--- src/note_pkg.sv ---
package note_pkg;

    //------------------------------------------------------------------------
    // Data types

    typedef logic signed [23:0] mic_t;       // Raw microphone sample
    typedef logic signed [15:0] sample_t;    // Upper mic bits, sound output
    typedef logic        [ 7:0] seg_t;       // Segments in abcdefgh order
    typedef logic        [ 3:0] note_idx_t;  // 0 none, 1..12 C..B
    typedef logic        [ 8:0] period_t;    // Counted in sample ticks
    typedef logic        [15:0] div_t;       // Clocks per sample tick
    typedef logic        [ 7:0] apb_addr_t;
    typedef logic        [31:0] apb_data_t;

    //------------------------------------------------------------------------
    // Register map and reset values

    localparam apb_addr_t ADDR_CTRL   = 8'h00;  // bit 0 enable, bits 3:1 volume
    localparam apb_addr_t ADDR_DIV    = 8'h04;
    localparam apb_addr_t ADDR_THRESH = 8'h08;
    localparam apb_addr_t ADDR_STATUS = 8'h0C;  // Read only

    localparam div_t       DIV_RESET    = 16'd1042;  // About 48 kHz at 50 MHz
    localparam sample_t    THRESH_RESET = 16'sd256;
    localparam logic [2:0] VOLUME_RESET = 3'd0;

    //------------------------------------------------------------------------
    // Note tables, entry 0 is C4 and entry 11 is B4

    localparam int      NUM_NOTES    = 12;
    localparam period_t NOTE_TIMEOUT = 9'd256;  // Ticks without a crossing

    // Full periods accepted for each note, split at the midpoints
    localparam period_t NOTE_PERIOD_MIN [NUM_NOTES] = '{
        9'd179, 9'd169, 9'd159, 9'd150, 9'd142, 9'd134,
        9'd127, 9'd120, 9'd113, 9'd106, 9'd100, 9'd94
    };

    localparam period_t NOTE_PERIOD_MAX [NUM_NOTES] = '{
        9'd190, 9'd178, 9'd168, 9'd158, 9'd149, 9'd141,
        9'd133, 9'd126, 9'd119, 9'd112, 9'd105, 9'd99
    };

    localparam period_t NOTE_HALF_PERIOD [NUM_NOTES] = '{
        9'd92, 9'd86, 9'd82, 9'd77, 9'd73, 9'd69,
        9'd65, 9'd61, 9'd58, 9'd54, 9'd51, 9'd48
    };

    localparam seg_t NOTE_SEG [NUM_NOTES] = '{
        8'b10011100,  // C
        8'b10011101,  // C#
        8'b01111010,  // D
        8'b01111011,  // D#
        8'b10011110,  // E
        8'b10001110,  // F
        8'b10001111,  // F#
        8'b10111100,  // G
        8'b10111101,  // G#
        8'b11101110,  // A
        8'b11101111,  // A#
        8'b00111110   // B
    };

    localparam seg_t       SEG_BLANK = 8'b00000000;
    localparam logic [7:0] DIGIT_ON  = 8'b00000001;  // Only digit 0 is lit
    localparam sample_t    SOUND_MAX = 16'sd32767;   // Full-scale amplitude

endpackage

--- src/lab_control.sv ---
`timescale 1ns/1ps

module lab_control
    import note_pkg::*;
(
    input  logic       clk,
    input  logic       rst_n,

    input  logic       psel,
    input  logic       penable,
    input  logic       pwrite,
    input  apb_addr_t  paddr,
    input  apb_data_t  pwdata,
    output apb_data_t  prdata,
    output logic       pready,
    output logic       pslverr,

    input  note_idx_t  note_idx,

    output logic       sample_tick,
    output logic       synth_en,
    output logic [2:0] volume,
    output sample_t    thresh
);

    //------------------------------------------------------------------------
    // APB decode

    div_t div;
    div_t tick_cnt;
    logic access;
    logic mapped;
    logic wr_ok;

    assign access = psel && penable;  // Second cycle of a transfer
    assign pready = 1'b1;             // No wait states

    assign mapped = (paddr == ADDR_CTRL)   || (paddr == ADDR_DIV)
                 || (paddr == ADDR_THRESH) || (paddr == ADDR_STATUS);

    assign pslverr = access && (!mapped || (pwrite && paddr == ADDR_STATUS));
    assign wr_ok   = access && pwrite && !pslverr;

    always_comb begin
        case (paddr)
            ADDR_CTRL:   prdata = apb_data_t'({volume, synth_en});
            ADDR_DIV:    prdata = apb_data_t'(div);
            ADDR_THRESH: prdata = apb_data_t'({16'b0, thresh});
            ADDR_STATUS: prdata = apb_data_t'(note_idx);
            default:     prdata = '0;
        endcase
    end

    //------------------------------------------------------------------------
    // Registers

    always_ff @(posedge clk) begin
        if (!rst_n) begin
            synth_en <= 1'b0;
            volume   <= VOLUME_RESET;
            div      <= DIV_RESET;
            thresh   <= THRESH_RESET;
        end else if (wr_ok) begin
            case (paddr)
                ADDR_CTRL: begin
                    synth_en <= pwdata[0];
                    volume   <= pwdata[3:1];
                end
                ADDR_DIV:    div    <= (pwdata[15:0] == '0) ? div_t'(1) : pwdata[15:0];
                ADDR_THRESH: thresh <= pwdata[15:0];
                default:     ;  // STATUS and holes never get here
            endcase
        end
    end

    //------------------------------------------------------------------------
    // Sample tick divider

    always_ff @(posedge clk) begin
        if (!rst_n) begin
            tick_cnt    <= DIV_RESET;
            sample_tick <= 1'b0;
        end else if (tick_cnt <= div_t'(1) || tick_cnt > div) begin  // Smaller div acts at once
            tick_cnt    <= div;
            sample_tick <= 1'b1;
        end else begin
            tick_cnt    <= tick_cnt - div_t'(1);
            sample_tick <= 1'b0;
        end
    end

endmodule

--- src/note_recognizer.sv ---
`timescale 1ns/1ps

module note_recognizer
    import note_pkg::*;
(
    input  logic    clk,
    input  logic    rst_n,
    input  logic    sample_tick,
    input  mic_t    mic,
    input  sample_t thresh,
    output seg_t    note_seg
);

    typedef enum logic {
        WAIT_LOW,   // Waiting for a sample below -thresh
        WAIT_HIGH   // Armed, waiting for a sample above +thresh
    } state_t;

    state_t    state;
    sample_t   sample;
    sample_t   neg_thresh;
    logic      rise;
    period_t   tick_cnt;    // Ticks since the last rising crossing
    period_t   period;
    note_idx_t cur_idx;
    note_idx_t prev_idx;

    //------------------------------------------------------------------------
    // Period to note lookup

    function automatic note_idx_t period_to_note(input period_t p);
        note_idx_t idx;
        idx = '0;
        for (int i = 0; i < NUM_NOTES; i++) begin
            if (p >= NOTE_PERIOD_MIN[i] && p <= NOTE_PERIOD_MAX[i])
                idx = note_idx_t'(i + 1);
        end
        return idx;
    endfunction

    function automatic seg_t note_to_seg(input note_idx_t idx);
        seg_t seg;
        seg = SEG_BLANK;
        for (int i = 0; i < NUM_NOTES; i++) begin
            if (idx == note_idx_t'(i + 1))
                seg = NOTE_SEG[i];
        end
        return seg;
    endfunction

    //------------------------------------------------------------------------
    // Hysteresis zero-crossing detector

    assign sample     = mic[23:8];  // Drop the low byte
    assign neg_thresh = -thresh;
    assign rise       = sample_tick && (state == WAIT_HIGH) && (sample > thresh);

    always_ff @(posedge clk) begin
        if (!rst_n) begin
            state <= WAIT_LOW;
        end else if (sample_tick) begin
            case (state)
                WAIT_LOW:  if (sample < neg_thresh) state <= WAIT_HIGH;
                WAIT_HIGH: if (sample > thresh)     state <= WAIT_LOW;
                default:   state <= WAIT_LOW;
            endcase
        end
    end

    //------------------------------------------------------------------------
    // Period meter and note decision

    assign period  = tick_cnt + period_t'(1);  // Counts the crossing tick too
    assign cur_idx = period_to_note(period);

    always_ff @(posedge clk) begin
        if (!rst_n) begin
            tick_cnt <= '0;
            prev_idx <= '0;
            note_seg <= SEG_BLANK;
        end else if (rise) begin
            tick_cnt <= '0;
            prev_idx <= cur_idx;
            if (cur_idx == prev_idx)  // Two periods agree, none included
                note_seg <= note_to_seg(cur_idx);
        end else if (sample_tick && tick_cnt != NOTE_TIMEOUT) begin
            tick_cnt <= period;  // Saturates at the timeout
            if (period == NOTE_TIMEOUT) begin
                note_seg <= SEG_BLANK;  // Silence
                prev_idx <= '0;
            end
        end
    end

endmodule

--- src/note_synthesizer.sv ---
`timescale 1ns/1ps

module note_synthesizer
    import note_pkg::*;
(
    input  logic       clk,
    input  logic       rst_n,
    input  logic       sample_tick,
    input  seg_t       note_seg,
    input  logic       synth_en,
    input  logic [2:0] volume,
    output note_idx_t  note_idx,
    output sample_t    sound,
    output seg_t       abcdefgh,
    output logic [7:0] digit
);

    logic    active;
    logic    polarity;
    period_t half_cnt;
    period_t half_len;
    sample_t amp;

    //------------------------------------------------------------------------
    // Pattern to note index

    always_comb begin
        case (note_seg)
            NOTE_SEG[0]:  note_idx = 4'd1;   // C
            NOTE_SEG[1]:  note_idx = 4'd2;   // C#
            NOTE_SEG[2]:  note_idx = 4'd3;   // D
            NOTE_SEG[3]:  note_idx = 4'd4;   // D#
            NOTE_SEG[4]:  note_idx = 4'd5;   // E
            NOTE_SEG[5]:  note_idx = 4'd6;   // F
            NOTE_SEG[6]:  note_idx = 4'd7;   // F#
            NOTE_SEG[7]:  note_idx = 4'd8;   // G
            NOTE_SEG[8]:  note_idx = 4'd9;   // G#
            NOTE_SEG[9]:  note_idx = 4'd10;  // A
            NOTE_SEG[10]: note_idx = 4'd11;  // A#
            NOTE_SEG[11]: note_idx = 4'd12;  // B
            default:      note_idx = 4'd0;   // Blank or unknown
        endcase
    end

    always_comb begin
        half_len = NOTE_HALF_PERIOD[0];
        for (int i = 0; i < NUM_NOTES; i++) begin
            if (note_idx == note_idx_t'(i + 1))
                half_len = NOTE_HALF_PERIOD[i];
        end
    end

    //------------------------------------------------------------------------
    // Square-wave generator

    assign active = synth_en && (note_idx != '0);

    always_ff @(posedge clk) begin
        if (!rst_n) begin
            half_cnt <= '0;
            polarity <= 1'b0;
        end else if (sample_tick && active) begin
            if (half_cnt >= half_len - period_t'(1)) begin  // Also catches a shorter new note
                half_cnt <= '0;
                polarity <= ~polarity;
            end else begin
                half_cnt <= half_cnt + period_t'(1);
            end
        end
    end

    assign amp   = SOUND_MAX >>> volume;
    assign sound = !active ? '0 : (polarity ? -amp : amp);

    //------------------------------------------------------------------------
    // Display, digit 0 only

    always_ff @(posedge clk) begin
        if (!rst_n) begin
            abcdefgh <= SEG_BLANK;
            digit    <= '0;
        end else begin
            abcdefgh <= note_seg;
            digit    <= (note_idx != '0) ? DIGIT_ON : '0;
        end
    end

endmodule

--- src/note_lab_top.sv ---
`timescale 1ns/1ps

module note_lab_top
    import note_pkg::*;
(
    input  logic       clk,
    input  logic       rst_n,

    input  logic       psel,
    input  logic       penable,
    input  logic       pwrite,
    input  apb_addr_t  paddr,
    input  apb_data_t  pwdata,
    output apb_data_t  prdata,
    output logic       pready,
    output logic       pslverr,

    input  mic_t       mic,
    output sample_t    sound,
    output seg_t       abcdefgh,
    output logic [7:0] digit
);

    //------------------------------------------------------------------------

    logic       sample_tick;  // Shared by both halves
    logic       synth_en;
    logic [2:0] volume;
    sample_t    thresh;
    seg_t       note_seg;     // Recognizer result as a segment pattern
    note_idx_t  note_idx;

    //------------------------------------------------------------------------

    lab_control u_lab_control (
        .clk         ( clk         ),
        .rst_n       ( rst_n       ),
        .psel        ( psel        ),
        .penable     ( penable     ),
        .pwrite      ( pwrite      ),
        .paddr       ( paddr       ),
        .pwdata      ( pwdata      ),
        .prdata      ( prdata      ),
        .pready      ( pready      ),
        .pslverr     ( pslverr     ),
        .note_idx    ( note_idx    ),
        .sample_tick ( sample_tick ),
        .synth_en    ( synth_en    ),
        .volume      ( volume      ),
        .thresh      ( thresh      )
    );

    note_recognizer u_note_recognizer (
        .clk         ( clk         ),
        .rst_n       ( rst_n       ),
        .sample_tick ( sample_tick ),
        .mic         ( mic         ),
        .thresh      ( thresh      ),
        .note_seg    ( note_seg    )
    );

    note_synthesizer u_note_synthesizer (
        .clk         ( clk         ),
        .rst_n       ( rst_n       ),
        .sample_tick ( sample_tick ),
        .note_seg    ( note_seg    ),
        .synth_en    ( synth_en    ),
        .volume      ( volume      ),
        .note_idx    ( note_idx    ),
        .sound       ( sound       ),
        .abcdefgh    ( abcdefgh    ),
        .digit       ( digit       )
    );

endmodule

--- config.mk ---
export PLATFORM = sky130hd
export DESIGN_NAME = note_lab_top
export DESIGN_NICKNAME = d
export VERILOG_FILES = /design/src/note_pkg.sv /design/src/lab_control.sv /design/src/note_recognizer.sv /design/src/note_synthesizer.sv /design/src/note_lab_top.sv
export SDC_FILE = /design/constraint.sdc
export NUM_CORES = 1
export LEC_CHECK = 0
export ABC_AREA = 1
export BUFFER_PORTS_ARGS = -buffer_cell sky130_fd_sc_hd__buf_2
export CORE_MARGIN = 4
export CORE_UTILIZATION = 55
export DETAILED_ROUTE_END_ITERATION = 8
export PLACE_DENSITY = 0.75
export SYNTH_ARGS = -nofsm -noshare
export SYNTH_HDL_FRONTEND = slang
export SYNTH_SLANG_ARGS = --single-unit
--- constraint.sdc ---
create_clock -name clk -period 4.81 [get_ports clk]
set_input_delay 0.2405 -clock clk [delete_from_list [all_inputs] [get_ports clk]]
set_output_delay 0.2405 -clock clk [all_outputs]
set_load 0.1 [all_outputs]
# [Word level (Yosys, flattened, before mapping)]
# Index checks and enable logic that the tools add are counted.
[totals] reg_bits=101 inputBits=69 wordCells=190
[classes] add_sub_neg=6 order_cmp=29 n_eq_ne=42 shift=1 mux=54 bitwise_logic=3 reduce_logical=41
[op_table] op="two-way mux 8 bit" count=16
[op_table] op="== test 8 bit (second input constant)" count=9
[op_table] op="two-way mux 16 bit" count=4
[op_table] op="one-hot mux 16 bit (4 select lines)" count=1
[op_table] op="<= comparator 9 x 8 -> 1 bit (second input constant)" count=7
[op_table] op="greater-or-equal comparator 9 x 7 -> 1 bit (second input constant)" count=6
[op_table] op="greater-or-equal comparator 9 x 8 -> 1 bit (second input constant)" count=6
[op_table] op="one-hot mux 4 bit (12 select lines)" count=1
[op_table] op="<= comparator 9 x 7 -> 1 bit (second input constant)" count=5
[op_table] op="== test 4 bit (second input constant)" count=10
[op_table] op="two-way mux 4 bit" count=10
[op_table] op="two-way mux 7 bit" count=5
[op_table] op="== test 4 x 3 -> 1 bit (second input constant)" count=8
[op_table] op="> comparator 16 bit" count=2
[op_table] op="negator 16 bit" count=2
[op_table] op="logical AND 1 bit" count=22
[op_table] op="two-way mux 5 bit" count=4
[op_table] op="adder 9 x 1 -> 9 bit (second input constant)" count=2
[op_table] op="== test 4 x 2 -> 1 bit (second input constant)" count=4
[op_table] op="== test 8 x 4 -> 1 bit (second input constant)" count=2
[op_table] op="== test 8 x 7 -> 1 bit (second input constant)" count=2
[op_table] op="<= comparator 16 x 1 -> 1 bit (second input constant)" count=1
[op_table] op="zero test 16 bit" count=1
[op_table] op="less-than comparator 16 bit" count=1
[op_table] op="other kinds (25)" count=45

# [Depth between registers and ports, before layout]
# Gate-level depths: netlist (run 1).
[depth] word_depth=30 mapped_depth=28

# [Cells and area by module]
# Synthesis (run 1) repeated with hierarchy kept, for this count alone.
[hier_totals] cells_unflattened=1261 hier_area_um2=8126.5
[by_module_without_submodules] mod="lab_control" n_inst=1 cells_per_inst=506 area_each_um2=3388.2
[by_module_without_submodules] mod="note_recognizer" n_inst=1 cells_per_inst=483 area_each_um2=3021.6
[by_module_without_submodules] mod="note_synthesizer" n_inst=1 cells_per_inst=272 area_each_um2=1716.6

# [Least setup slack after synthesis (run 1)]
# No wires, ideal clock.
[synth_path] path_kind="register -> output" from="register u_note_recognizer.note_seg[1]" to="output sound[9]" arrival_time_ps=3643 required_ps=4569 setup_slack_ps=926 stages_incl_launch_ff=11 cell_sequence="dfxtp_1 inv_1 nor2_1 nand2_1 nor4_2 nor4_1 inv_1 nor2_1 nor2_2 inv_2 a211oi_1"
[synth_between] elab_chain_len=5 word_cells_on_any_way=16 cone_classes="eq/ne (12); mux (2); reduce/logical (2)"
[synth_lines] element="start, declared" line_no="note_recognizer.sv:11" rtl="output seg_t note_seg"
[synth_lines] element="start signal, assigned" line_no="note_recognizer.sv:85" rtl="note_seg <= note_to_seg(cur_idx);"
[synth_lines] element="== test 8 x 6 -> 1 bit, or another cell as far along" line_no="note_synthesizer.sv:28" rtl="case (note_seg)"
[synth_lines] element="one-hot mux 4 bit (12 select lines) (*)" line_no="note_synthesizer.sv:28"
[synth_lines] element="nonzero test 4 bit (*)" line_no="note_synthesizer.sv:56" rtl="assign active = synth_en && (note_idx != '0);"
[synth_lines] element="logical AND 1 bit (*)" line_no="note_synthesizer.sv:56"
[synth_lines] element="net u_note_synthesizer.active" line_no="note_synthesizer.sv:18" rtl="logic active;"
[synth_lines] element="two-way mux 16 bit (*)" line_no="note_synthesizer.sv:73" rtl="assign sound = !active ? '0 : (polarity ? -amp : amp);"
[synth_lines] element="end, declared" line_no="note_lab_top.sv:19" rtl="output sample_t sound,"
# Mark *: on every way through the listed nets, which the timed path passes. The rest lies on a longest branch.

# [Final worst setup path (run 1)]
[layout_path] from="register u_note_recognizer.note_seg[1]" to="register u_note_synthesizer.half_cnt[7]"
[layout_between] elab_chain_len=17 word_cells_on_any_way=41 cone_classes="add/sub (1); order compare (1); eq/ne (23); mux (13); reduce/logical (3)"
[layout_lines] element="== test 8 x 6 -> 1 bit, or another cell as far along" line_no="note_synthesizer.sv:28"
[layout_lines] element="one-hot mux 4 bit (12 select lines) (*)" line_no="note_synthesizer.sv:28"
[layout_lines] element="== test 4 x 2 -> 1 bit" line_no="note_synthesizer.sv:48" rtl="if (note_idx == note_idx_t'(i + 1))"
[layout_lines] element="two-way mux 4 bit (2 in a row)" line_no="note_synthesizer.sv:48"
[layout_lines] element="two-way mux 5 bit (4 in a row)" line_no="note_synthesizer.sv:48"
[layout_lines] element="two-way mux 7 bit (5 in a row)" line_no="note_synthesizer.sv:48"
[layout_lines] element="subtractor 7 x 1 -> 8 bit" line_no="note_synthesizer.sv:63" rtl="if (half_cnt >= half_len - period_t'(1)) begin"
[layout_lines] element="greater-or-equal comparator 9 bit" line_no="note_synthesizer.sv:63"
[layout_lines] element="two-way mux 9 bit" line_no="note_synthesizer.sv:63"
[layout_lines] element="end signal, assigned" line_no="note_synthesizer.sv:67" rtl="half_cnt <= half_cnt + period_t'(1);"
[layout_lines] element="end, declared" line_no="note_synthesizer.sv:20" rtl="period_t half_cnt;"
# Every way passes the cells marked *; elsewhere a longest branch is shown, timed or not.
# A chain may end at the register's enable or synchronous reset.

==> results of run 1 <==
[worst max-delay path by stage]
stage                                       start                              to  cells after the start
floorplan           u_note_recognizer.note_seg[1]                        sound[9]                     10
global placement    u_note_recognizer.note_seg[1]  u_note_synthesizer.half_cnt[3]                     21
detailed placement  u_note_recognizer.note_seg[1]  u_note_synthesizer.half_cnt[6]                     21
CTS                 u_note_recognizer.note_seg[1]  u_note_synthesizer.half_cnt[7]                     21
global route        u_note_recognizer.note_seg[1]  u_note_synthesizer.half_cnt[2]                     21
finish              u_note_recognizer.note_seg[1]  u_note_synthesizer.half_cnt[7]                     21
[flip-flops by register name (all words and copies together) (netlist names)]
register                     flops
u_lab_control.sample_tick        1
u_lab_control.div               16
u_note_synthesizer.polarity      1
u_note_recognizer.state          1
u_lab_control.synth_en           1
u_lab_control.thresh            16
u_note_recognizer.prev_idx       4
u_note_recognizer.note_seg       8
u_note_synthesizer.abcdefgh      8
u_note_recognizer.tick_cnt       9
u_lab_control.volume             3
u_note_synthesizer.half_cnt      9
u_note_synthesizer.digit         1
u_lab_control.tick_cnt          16
[cell type report]
class	instances	share of cell area (%)
Clock inverter	3	0.8683
Clock buffer	12	3.110
Timing Repair Buffer	89	5.715
Sequential cell	94	23.74
Multi-Input combinational cell	788	57.17
Inverter	140	6.678
Tap cell	172	2.715
[worst register-to-register path, stage by stage (launching register included)]
cell and delay, ns:
dfxtp_1 0.38, inv_1 0.07, nor2_1 0.21, nand2_1 0.10, nor4_2 0.36, nor2_1 0.12
o21ai_0 0.11, ha_1 0.17, inv_1 0.06, xor2_1 0.16, ha_1 0.31, a21oi_1 0.16
o211ai_1 0.11, nand3_1 0.08, nand2_1 0.05, nand3_1 0.06, nand2_1 0.06, a21oi_1 0.13
nor2_1 0.05, o21ai_0 0.25, nand2_1 0.29, nor3b_1 0.27
[synthesized netlist by cell type (2+ instances only)]
library cell / instances / area (um2)
a311oi_1: 2 / 17.52
a21oi_1: 67 / 335.3
inv_1: 126 / 473.0
nor2_4: 3 / 33.78
nand2_1: 192 / 720.7
and3_1: 3 / 18.77
nand2_2: 18 / 112.6
inv_2: 11 / 41.29
nor3b_1: 7 / 52.55
nand2_4: 3 / 33.78
nor3_1: 21 / 105.1
ha_1: 65 / 813.3
xnor2_1: 8 / 70.07
nand3_1: 46 / 230.2
o221ai_1: 3 / 26.28
o211ai_1: 7 / 52.55
o22ai_1: 19 / 118.9
dfxtp_1: 94 / 1882
nor2_1: 108 / 405.4
a2111oi_0: 2 / 17.52
o21ai_2: 2 / 17.52
conb_1: 2 / 7.510
nor2_2: 6 / 37.54
buf_4: 32 / 240.2
nor4_1: 13 / 81.33
a31oi_1: 3 / 18.77
o21ai_1: 11 / 55.05
xor2_1: 27 / 236.5
clkbuf_1: 16 / 60.06
o21ai_0: 52 / 260.3
a22oi_1: 3 / 22.52
nand3_2: 5 / 50.05
or3_1: 2 / 12.51
nand4_1: 27 / 168.9
a21o_1: 2 / 15.01
o2111ai_1: 3 / 26.28
or2_2: 2 / 12.51
a211oi_1: 19 / 142.6
[kinds of logic (layout without fill, tap and decap cells)]
group                    after synthesis  after routing  share of synthesized area [%]
AO/OA/AOI/OAI                        201            201                          16.42
flip-flops                            94             94                          26.27
adder cells (fa/ha/maj)               65             65                          11.35
other                                  2             26                         0.1048
AND/OR/NAND/NOR                      460            460                          29.69
multiplexers                           1              1                         0.1397
XOR/XNOR                              35             35                          4.280
buffers and inverters                189            244                          11.74
[routing by layer]
metal | vias to the layer above | routed length [um] | part of all wire [%]
met4 | 2 | 460 | 2.6
met2 | 171 | 8646 | 48
li1 | 3624 | - | -
met5 | - | 13 | 0.072
met3 | 39 | 866 | 4.8
met1 | 3136 | 7982 | 44
[power by group through the flow]
| stage | sequential [mW] | clock (mW) | combinational [mW] |
|---|---|---|---|
| finish | 0.894 | 0.764 | 1.07 |
| global route | 0.901 | 0.816 | 1.20 |
| CTS | 0.892 | 0.777 | 1.07 |
| detailed placement | 0.910 | 0 | 1.06 |
| global placement | 0.909 | 0 | 1.05 |
| floorplan | 0.891 | 0 | 0.853 |
==> metrics.txt, run 1 <==
# TYPE chip_impl_metric gauge
chip_impl_metric{name="grt_pass1_wl",unit="um"} 29820
chip_impl_metric{name="ys_ff_latch",unit=""} 94
chip_impl_metric{name="use_met2",unit="%"} 41.02
chip_impl_metric{name="initial_core_util",unit="%"} 56.53
chip_impl_metric{name="postRouteAntennaNets",unit=""} 0
chip_impl_metric{name="nNetsFinal",unit=""} 1256
chip_impl_metric{name="core-area",unit="um2"} 12670
chip_impl_metric{name="seq_power_share",unit="%"} 32.7
chip_impl_metric{name="worstSkewPairLatency",unit="ns"} 0.35
chip_impl_info{name="tritoncts",value="built"} 1
chip_impl_info{name="whs_endpoint",value="u_lab_control.div[4]"} 1
chip_impl_metric{name="detailed_place.area",unit="um2"} 7610
chip_impl_metric{name="fp.dieArea",unit="um2"} 14910
chip_impl_info{name="ys.flop_type",value="dfxtp_1"} 1
chip_impl_metric{name="worst_slew_margin_rel",unit="%"} 48.50
chip_impl_metric{name="comb_power_share",unit="%"} 39.3
chip_impl_metric{name="synth_sequential_area_ratio",unit="%"} 26.27
chip_impl_info{name="hold_class",value="primary input to flip-flop"} 1
chip_impl_metric{name="grt_antenna_before_repair",unit=""} 1
chip_impl_metric{name="cap_viol_max_count",unit=""} 0
chip_impl_metric{name="fraction_of_layout_cells_with_a_size_suffix_above_1",unit="%"} 14.12
chip_impl_metric{name="vias_per_cell",unit=""} 5.371
chip_impl_metric{name="power.density",unit="nW/um2"} 344.8
chip_impl_metric{name="power.switching_fraction",unit="%"} 40.77
chip_impl_info{name="slowest_stage_cell_crit_path",value="dfxtp_1"} 1
chip_impl_metric{name="drt_drc_violations_left",unit=""} 0
chip_impl_metric{name="slowest_delay",unit="ns"} 0.38
chip_impl_metric{name="cts.hold.buffers_added",unit=""} 0
chip_impl_metric{name="syn_inst",unit=""} 1047
chip_impl_metric{name="power.leakage",unit="nW"} 3.748
chip_impl_metric{name="power.ir.vdd_worst",unit="V"} 0.0002057
chip_impl_metric{name="timing.final.hold_violations",unit=""} 0
chip_impl_metric{name="worstPathMaxFanout",unit=""} 9
chip_impl_metric{name="grt_max_degree",unit=""} 38
chip_impl_metric{name="clkSlewWorstSetupHoldPaths",unit="ns"} 0.06
chip_impl_metric{name="synthesis.area_per_instance",unit="um2"} 6.842
chip_impl_metric{name="hold_path_depth",unit=""} 3
chip_impl_metric{name="power_report.internal_total",unit="mW"} 1.619
chip_impl_metric{name="gp_congestion",unit=""} 0.9750
chip_impl_info{name="crit_end_element",value="flip-flop"} 1
chip_impl_metric{name="ctsHtreeMaxLevel",unit=""} 3
chip_impl_info{name="path_delay_family",value="simple AND/OR/NAND/NOR gates"} 1
chip_impl_metric{name="power.clock.fraction",unit="%"} 28.0
chip_impl_metric{name="place.detailed.instances",unit=""} 1283
chip_impl_metric{name="finClkSkew",unit="ns"} 0.01144
chip_impl_metric{name="setup_tns",unit="ns"} 0
chip_impl_metric{name="fp.dieH",unit="um"} 122.1
chip_impl_metric{name="total_gr_overflow",unit=""} 0
chip_impl_info{name="crit_top_cell",value="nand2_1"} 1
chip_impl_info{name="hold_path.startpoint",value="pwdata[4]"} 1
chip_impl_metric{name="post_cts_resize_count",unit=""} 0
chip_impl_metric{name="first_iter_violations",unit=""} 491
chip_impl_metric{name="fmax",unit="MHz"} 275.1
chip_impl_info{name="unrepaired_setup_endpoints_after_global_routing",value="false"} 1
chip_impl_metric{name="power",unit="mW"} 2.733
chip_impl_metric{name="syn_to_final_growth",unit="%"} 10.64
chip_impl_metric{name="post-cts-setup-buffers",unit=""} 0
chip_impl_metric{name="critical_path.n_buffers_inverters",unit=""} 2
chip_impl_metric{name="layout.area.seq",unit="um2"} 1882
chip_impl_metric{name="fillerInstances",unit=""} 1231
chip_impl_metric{name="clockBufferDepth",unit=""} 2
chip_impl_info{name="gr-max-usage-layer",value="met2"} 1
chip_impl_metric{name="post-route-worst-setup-slack",unit="ns"} 1.174
chip_impl_metric{name="power.net_switching",unit="mW"} 1.114
chip_impl_metric{name="worst_pin_slew",unit="ns"} 0.7707
chip_impl_metric{name="global_route.usage.total",unit="%"} 24.52
chip_impl_metric{name="pre_cts_ws",unit="ns"} 1.121
chip_impl_metric{name="setup_viol_count_final",unit=""} 0
chip_impl_info{name="critical_path_class",value="flip-flop to flip-flop"} 1
chip_impl_metric{name="num_io_pins",unit=""} 135
chip_impl_metric{name="combined_area_of_the_multi_input_logic_cells",unit="um2"} 4531
chip_impl_metric{name="yosysWarnings",unit=""} 0
chip_impl_metric{name="netlist_area",unit="um2"} 7163
chip_impl_metric{name="final_util",unit="%"} 62.55
chip_impl_info{name="timing.critical_path.cells",value="inv_1 -> nor2_1 -> nand2_1 -> nor4_2 -> nor2_1 -> o21ai_0 -> ha_1 -> inv_1 -> xor2_1 -> ha_1 -> a21oi_1 -> o211ai_1 -> nand3_1 -> nand2_1 -> nand3_1 -> nand2_1 -> a21oi_1 -> nor2_1 -> o21ai_0 -> nand2_1 -> nor3b_1"} 1
chip_impl_info{name="most-common-layout-cells",value="nand2_1, inv_1, nor2_1, dfxtp_1, buf_2"} 1
chip_impl_metric{name="finalHoldWorstSlack",unit="ns"} 0.1863
chip_impl_info{name="timing.rr.end",value="u_note_synthesizer.half_cnt[7]"} 1
chip_impl_metric{name="wire_per_inst",unit="um"} 13.84
chip_impl_metric{name="diodes",unit=""} 0
chip_impl_metric{name="vias",unit=""} 6972
chip_impl_metric{name="die_extent_in_x",unit="um"} 122.1
chip_impl_info{name="root_buffer",value="clkbuf_16"} 1
chip_impl_metric{name="buffer_ports.inserted",unit=""} 86
chip_impl_metric{name="rrSetupSlack",unit="ns"} 1.17
chip_impl_metric{name="r2r_cells",unit=""} 21
chip_impl_metric{name="maxSlewViolCount",unit=""} 0
chip_impl_metric{name="synth-async-reset-ratio",unit="%"} 0
chip_impl_metric{name="cp.arrival",unit="ns"} 3.90
chip_impl_metric{name="grt_util_met1",unit="%"} 31.00
chip_impl_info{name="layout.cells.most_common",value="nand2_1"} 1
chip_impl_metric{name="detail_route.first_pass.iterations",unit=""} 5
chip_impl_metric{name="clock_sinks",unit=""} 94
chip_impl_metric{name="rows",unit=""} 41
chip_impl_metric{name="instances_no_fill",unit=""} 1298
chip_impl_metric{name="finalCriticalPeriod",unit="ns"} 3.636
chip_impl_info{name="cp-start-kind",value="flip-flop"} 1
chip_impl_metric{name="use_met3",unit="%"} 4.735
chip_impl_metric{name="yosys.cell_types.count",unit=""} 53
chip_impl_info{name="outcome",value="complete, no violations"} 1
chip_impl_metric{name="route.final.wire_length",unit="um"} 17970
chip_impl_metric{name="cp_data_required_time",unit="ns"} 5.07
chip_impl_metric{name="timing.final.crit_share",unit="%"} 75.58
chip_impl_metric{name="number_of_synthesized_flops_with_an_enable_pin",unit=""} 0
chip_impl_metric{name="via_count_of_the_first_global_routing_pass",unit=""} 6514
chip_impl_metric{name="fin_area",unit="um2"} 7925
chip_impl_info{name="start_of_the_worst_register_to_register_path",value="u_note_recognizer.note_seg[1]"} 1
chip_impl_metric{name="total_clock_buffers_created_by_cts",unit=""} 9
chip_impl_metric{name="place_hpwl",unit="um"} 14340
Note: power is estimated with default switching activity, not from simulation.
==> inputs of run 2 (changes only) <==
==> constraint.sdc (replaced) <==
create_clock -name clk -period 3.37 [get_ports clk]
set_input_delay 0.1685 -clock clk [delete_from_list [all_inputs] [get_ports clk]]
set_output_delay 0.1685 -clock clk [all_outputs]
set_load 0.1 [all_outputs]
==> run 2 against run 1 <==
- count of clock-buffer cells in the layout down 3
- register-to-register slack worse by 1.1 ns
- total power up 46%
- clock power increased by 36%
- die area unchanged
- clock skew fell by 0.0045 ns
- final area rose by 5.6%
- critical endpoint is now u_note_synthesizer.polarity
- largest power group unchanged
- sequential power increased by 42%
==> metrics.txt, run 2 (synthesis results as in run 1) <==
# TYPE chip_impl_metric gauge
chip_impl_metric{name="buffer_ports.inserted",unit=""} 86
chip_impl_metric{name="fraction_of_layout_cells_with_a_size_suffix_above_1",unit="%"} 20.81
chip_impl_info{name="hold_class",value="primary input to flip-flop"} 1
chip_impl_metric{name="fp.dieH",unit="um"} 122.1
chip_impl_metric{name="core-area",unit="um2"} 12670
chip_impl_info{name="outcome",value="complete, no violations"} 1
chip_impl_metric{name="worst_pin_slew",unit="ns"} 0.7673
chip_impl_info{name="whs_endpoint",value="u_lab_control.div[4]"} 1
chip_impl_metric{name="clkSlewWorstSetupHoldPaths",unit="ns"} 0.07
chip_impl_metric{name="power.ir.vdd_worst",unit="V"} 0.0003766
chip_impl_metric{name="finClkSkew",unit="ns"} 0.006981
chip_impl_metric{name="worstPathMaxFanout",unit=""} 7
chip_impl_metric{name="timing.final.crit_share",unit="%"} 97.56
chip_impl_metric{name="critical_path.n_buffers_inverters",unit=""} 3
chip_impl_metric{name="clockBufferDepth",unit=""} 2
chip_impl_metric{name="rows",unit=""} 41
chip_impl_metric{name="fp.dieArea",unit="um2"} 14910
chip_impl_metric{name="cap_viol_max_count",unit=""} 0
chip_impl_metric{name="cts.hold.buffers_added",unit=""} 0
chip_impl_metric{name="power",unit="mW"} 3.984
chip_impl_metric{name="drt_drc_violations_left",unit=""} 0
chip_impl_metric{name="slowest_delay",unit="ns"} 0.40
chip_impl_metric{name="total_clock_buffers_created_by_cts",unit=""} 9
chip_impl_metric{name="nNetsFinal",unit=""} 1287
chip_impl_metric{name="fmax",unit="MHz"} 304.2
chip_impl_info{name="largestRegisters",value="u_lab_control.div: 16 flops, u_lab_control.thresh: 16 flops, u_lab_control.tick_cnt: 16 flops"} 1
chip_impl_metric{name="power.leakage",unit="nW"} 3.956
chip_impl_metric{name="maxSlewViolCount",unit=""} 0
chip_impl_metric{name="route.final.wire_length",unit="um"} 19250
chip_impl_metric{name="rrSetupSlack",unit="ns"} 0.08
chip_impl_metric{name="grt_pass1_wl",unit="um"} 30180
chip_impl_info{name="start_of_the_worst_register_to_register_path",value="u_note_recognizer.note_seg[0]"} 1
chip_impl_metric{name="total_gr_overflow",unit=""} 0
chip_impl_metric{name="grt_antenna_before_repair",unit=""} 1
chip_impl_metric{name="clock_sinks",unit=""} 94
chip_impl_metric{name="cp_data_required_time",unit="ns"} 3.65
chip_impl_metric{name="detail_route.first_pass.iterations",unit=""} 5
chip_impl_info{name="slowest_stage_cell_crit_path",value="nor3_1"} 1
chip_impl_metric{name="hold_path_depth",unit=""} 3
chip_impl_info{name="crit_end_element",value="flip-flop"} 1
chip_impl_metric{name="via_count_of_the_first_global_routing_pass",unit=""} 6587
chip_impl_metric{name="setup_viol_count_final",unit=""} 0
chip_impl_metric{name="gp_congestion",unit=""} 0.9750
chip_impl_metric{name="num_io_pins",unit=""} 135
chip_impl_info{name="most-common-layout-cells",value="nand2_1, inv_1, nor2_1, buf_2, dfxtp_1"} 1
chip_impl_metric{name="finalCriticalPeriod",unit="ns"} 3.288
chip_impl_metric{name="postRouteAntennaNets",unit=""} 0
chip_impl_metric{name="timing.final.hold_violations",unit=""} 0
chip_impl_metric{name="global_route.usage.total",unit="%"} 24.96
chip_impl_info{name="cp-start-kind",value="flip-flop"} 1
chip_impl_info{name="hold_path.startpoint",value="pwdata[4]"} 1
chip_impl_metric{name="worstSkewPairLatency",unit="ns"} 0.35
chip_impl_metric{name="vias",unit=""} 7253
chip_impl_metric{name="power.density",unit="nW/um2"} 476.0
chip_impl_info{name="critical_path_class",value="flip-flop to flip-flop"} 1
chip_impl_metric{name="wire_per_inst",unit="um"} 14.47
chip_impl_info{name="tritoncts",value="built"} 1
chip_impl_metric{name="diodes",unit=""} 0
chip_impl_info{name="timing.critical_path.cells",value="inv_2 -> nor3_1 -> nand2_1 -> o21ai_2 -> nor3b_1 -> and2_1 -> inv_2 -> a21oi_2 -> xor2_1 -> ha_1 -> a21oi_1 -> o211ai_1 -> nand3_1 -> nand2_1 -> nand3_1 -> nand2_1 -> a21oi_1 -> nor2_1 -> o21ai_2 -> buf_4 -> o21ai_0 -> a21oi_1"} 1
chip_impl_metric{name="ctsHtreeMaxLevel",unit=""} 3
chip_impl_info{name="root_buffer",value="clkbuf_16"} 1
chip_impl_metric{name="grt_max_degree",unit=""} 39
chip_impl_metric{name="cp.arrival",unit="ns"} 3.57
chip_impl_metric{name="initial_core_util",unit="%"} 56.53
chip_impl_info{name="path_delay_family",value="simple AND/OR/NAND/NOR gates"} 1
chip_impl_metric{name="place_hpwl",unit="um"} 14630
chip_impl_info{name="timing.rr.end",value="u_note_synthesizer.polarity"} 1
chip_impl_metric{name="die_extent_in_x",unit="um"} 122.1
chip_impl_metric{name="r2r_cells",unit=""} 22
chip_impl_metric{name="syn_to_final_growth",unit="%"} 16.84
chip_impl_metric{name="setup_tns",unit="ns"} 0
chip_impl_metric{name="worst_slew_margin_rel",unit="%"} 48.72
chip_impl_info{name="layout.cells.most_common",value="nand2_1"} 1
chip_impl_metric{name="vias_per_cell",unit=""} 5.453
chip_impl_metric{name="first_iter_violations",unit=""} 426
run 2: area by class of cell:
type	count	area, um2
clock inverters	7	71.32
multi-input cells	789	4751
flip-flops and latches	94	1897
inverters	140	531.8
repair buffers	119	678.2
well taps	172	215.2
clock buffers	9	225.2
fillers	1158	4302
run 2: report_power, final:
part	internal, mW	total [mW]	switching (mW)
combinational	0.566	1.68	1.11
clock	0.578	1.04	0.459
sequential	1.18	1.27	0.0849
run 2: worst max path at each step:
stage | start | to | slack, ns | depth (start not counted)
after floorplan | u_note_recognizer.note_seg[1] | prdata[2] | 0.003 | 6
after global placement | u_note_recognizer.note_seg[6] | u_note_synthesizer.half_cnt[3] | 0.05 | 21
after detailed placement | u_note_recognizer.note_seg[6] | u_note_synthesizer.half_cnt[8] | -0.13 | 20
after CTS | u_note_recognizer.note_seg[7] | u_note_synthesizer.half_cnt[4] | 0.04 | 23
after global routing | u_note_recognizer.note_seg[6] | u_note_synthesizer.polarity | -0.13 | 23
final | u_note_recognizer.note_seg[0] | u_note_synthesizer.polarity | 0.08 | 22
run 2: repair_timing:
item | CTS | global route
setup buffers | 0 | 8
endpoints found under the setup margin | 9 | 19
resized for setup | 3 | 61
cloned | 1 | 0
pin swaps | 0 | 12
run 2: per-layer routing:
metal / up-vias / global-route usage [%] / share of wire, %
met5: - / 0 / 0.062
met4: 2 / 11.76 / 4.0
met3: 59 / 3.946 / 4.7
met2: 212 / 42.99 / 49
met1: 3284 / 30.44 / 42
li1: 3696 / - / -
run 2: worst reg2reg max path, delay by kind of cell, from the launching register on:
family	cells	cell delay (ns)
and+or+nand+nor	9	1.09
DFF	1	0.36
adders and majority gates	1	0.33
buffers and inverters	3	0.33
AOI/OAI and AO/OA	8	0.99
xor gates and xnor gates	1	0.15
run 2: stage by stage:
stage | hold slack [ns] | instance area (um2) | util, % | setup WS, ns | cells
final | 0.1037 | 8369 | 66.05 | 0.08233 | 1330
after detailed placement | 0.4495 | 7782 | 61.42 | -0.1250 | 1305
after global placement | 0.4462 | 7782 | 61.42 | 0.05327 | 1305
after floorplan | 0.2949 | 7261 | - | 0.002987 | 1071
after CTS | 0.09304 | 8092 | 63.86 | 0.03585 | 1322
after global routing | 0.09465 | 8369 | 66.05 | -0.1327 | 1330
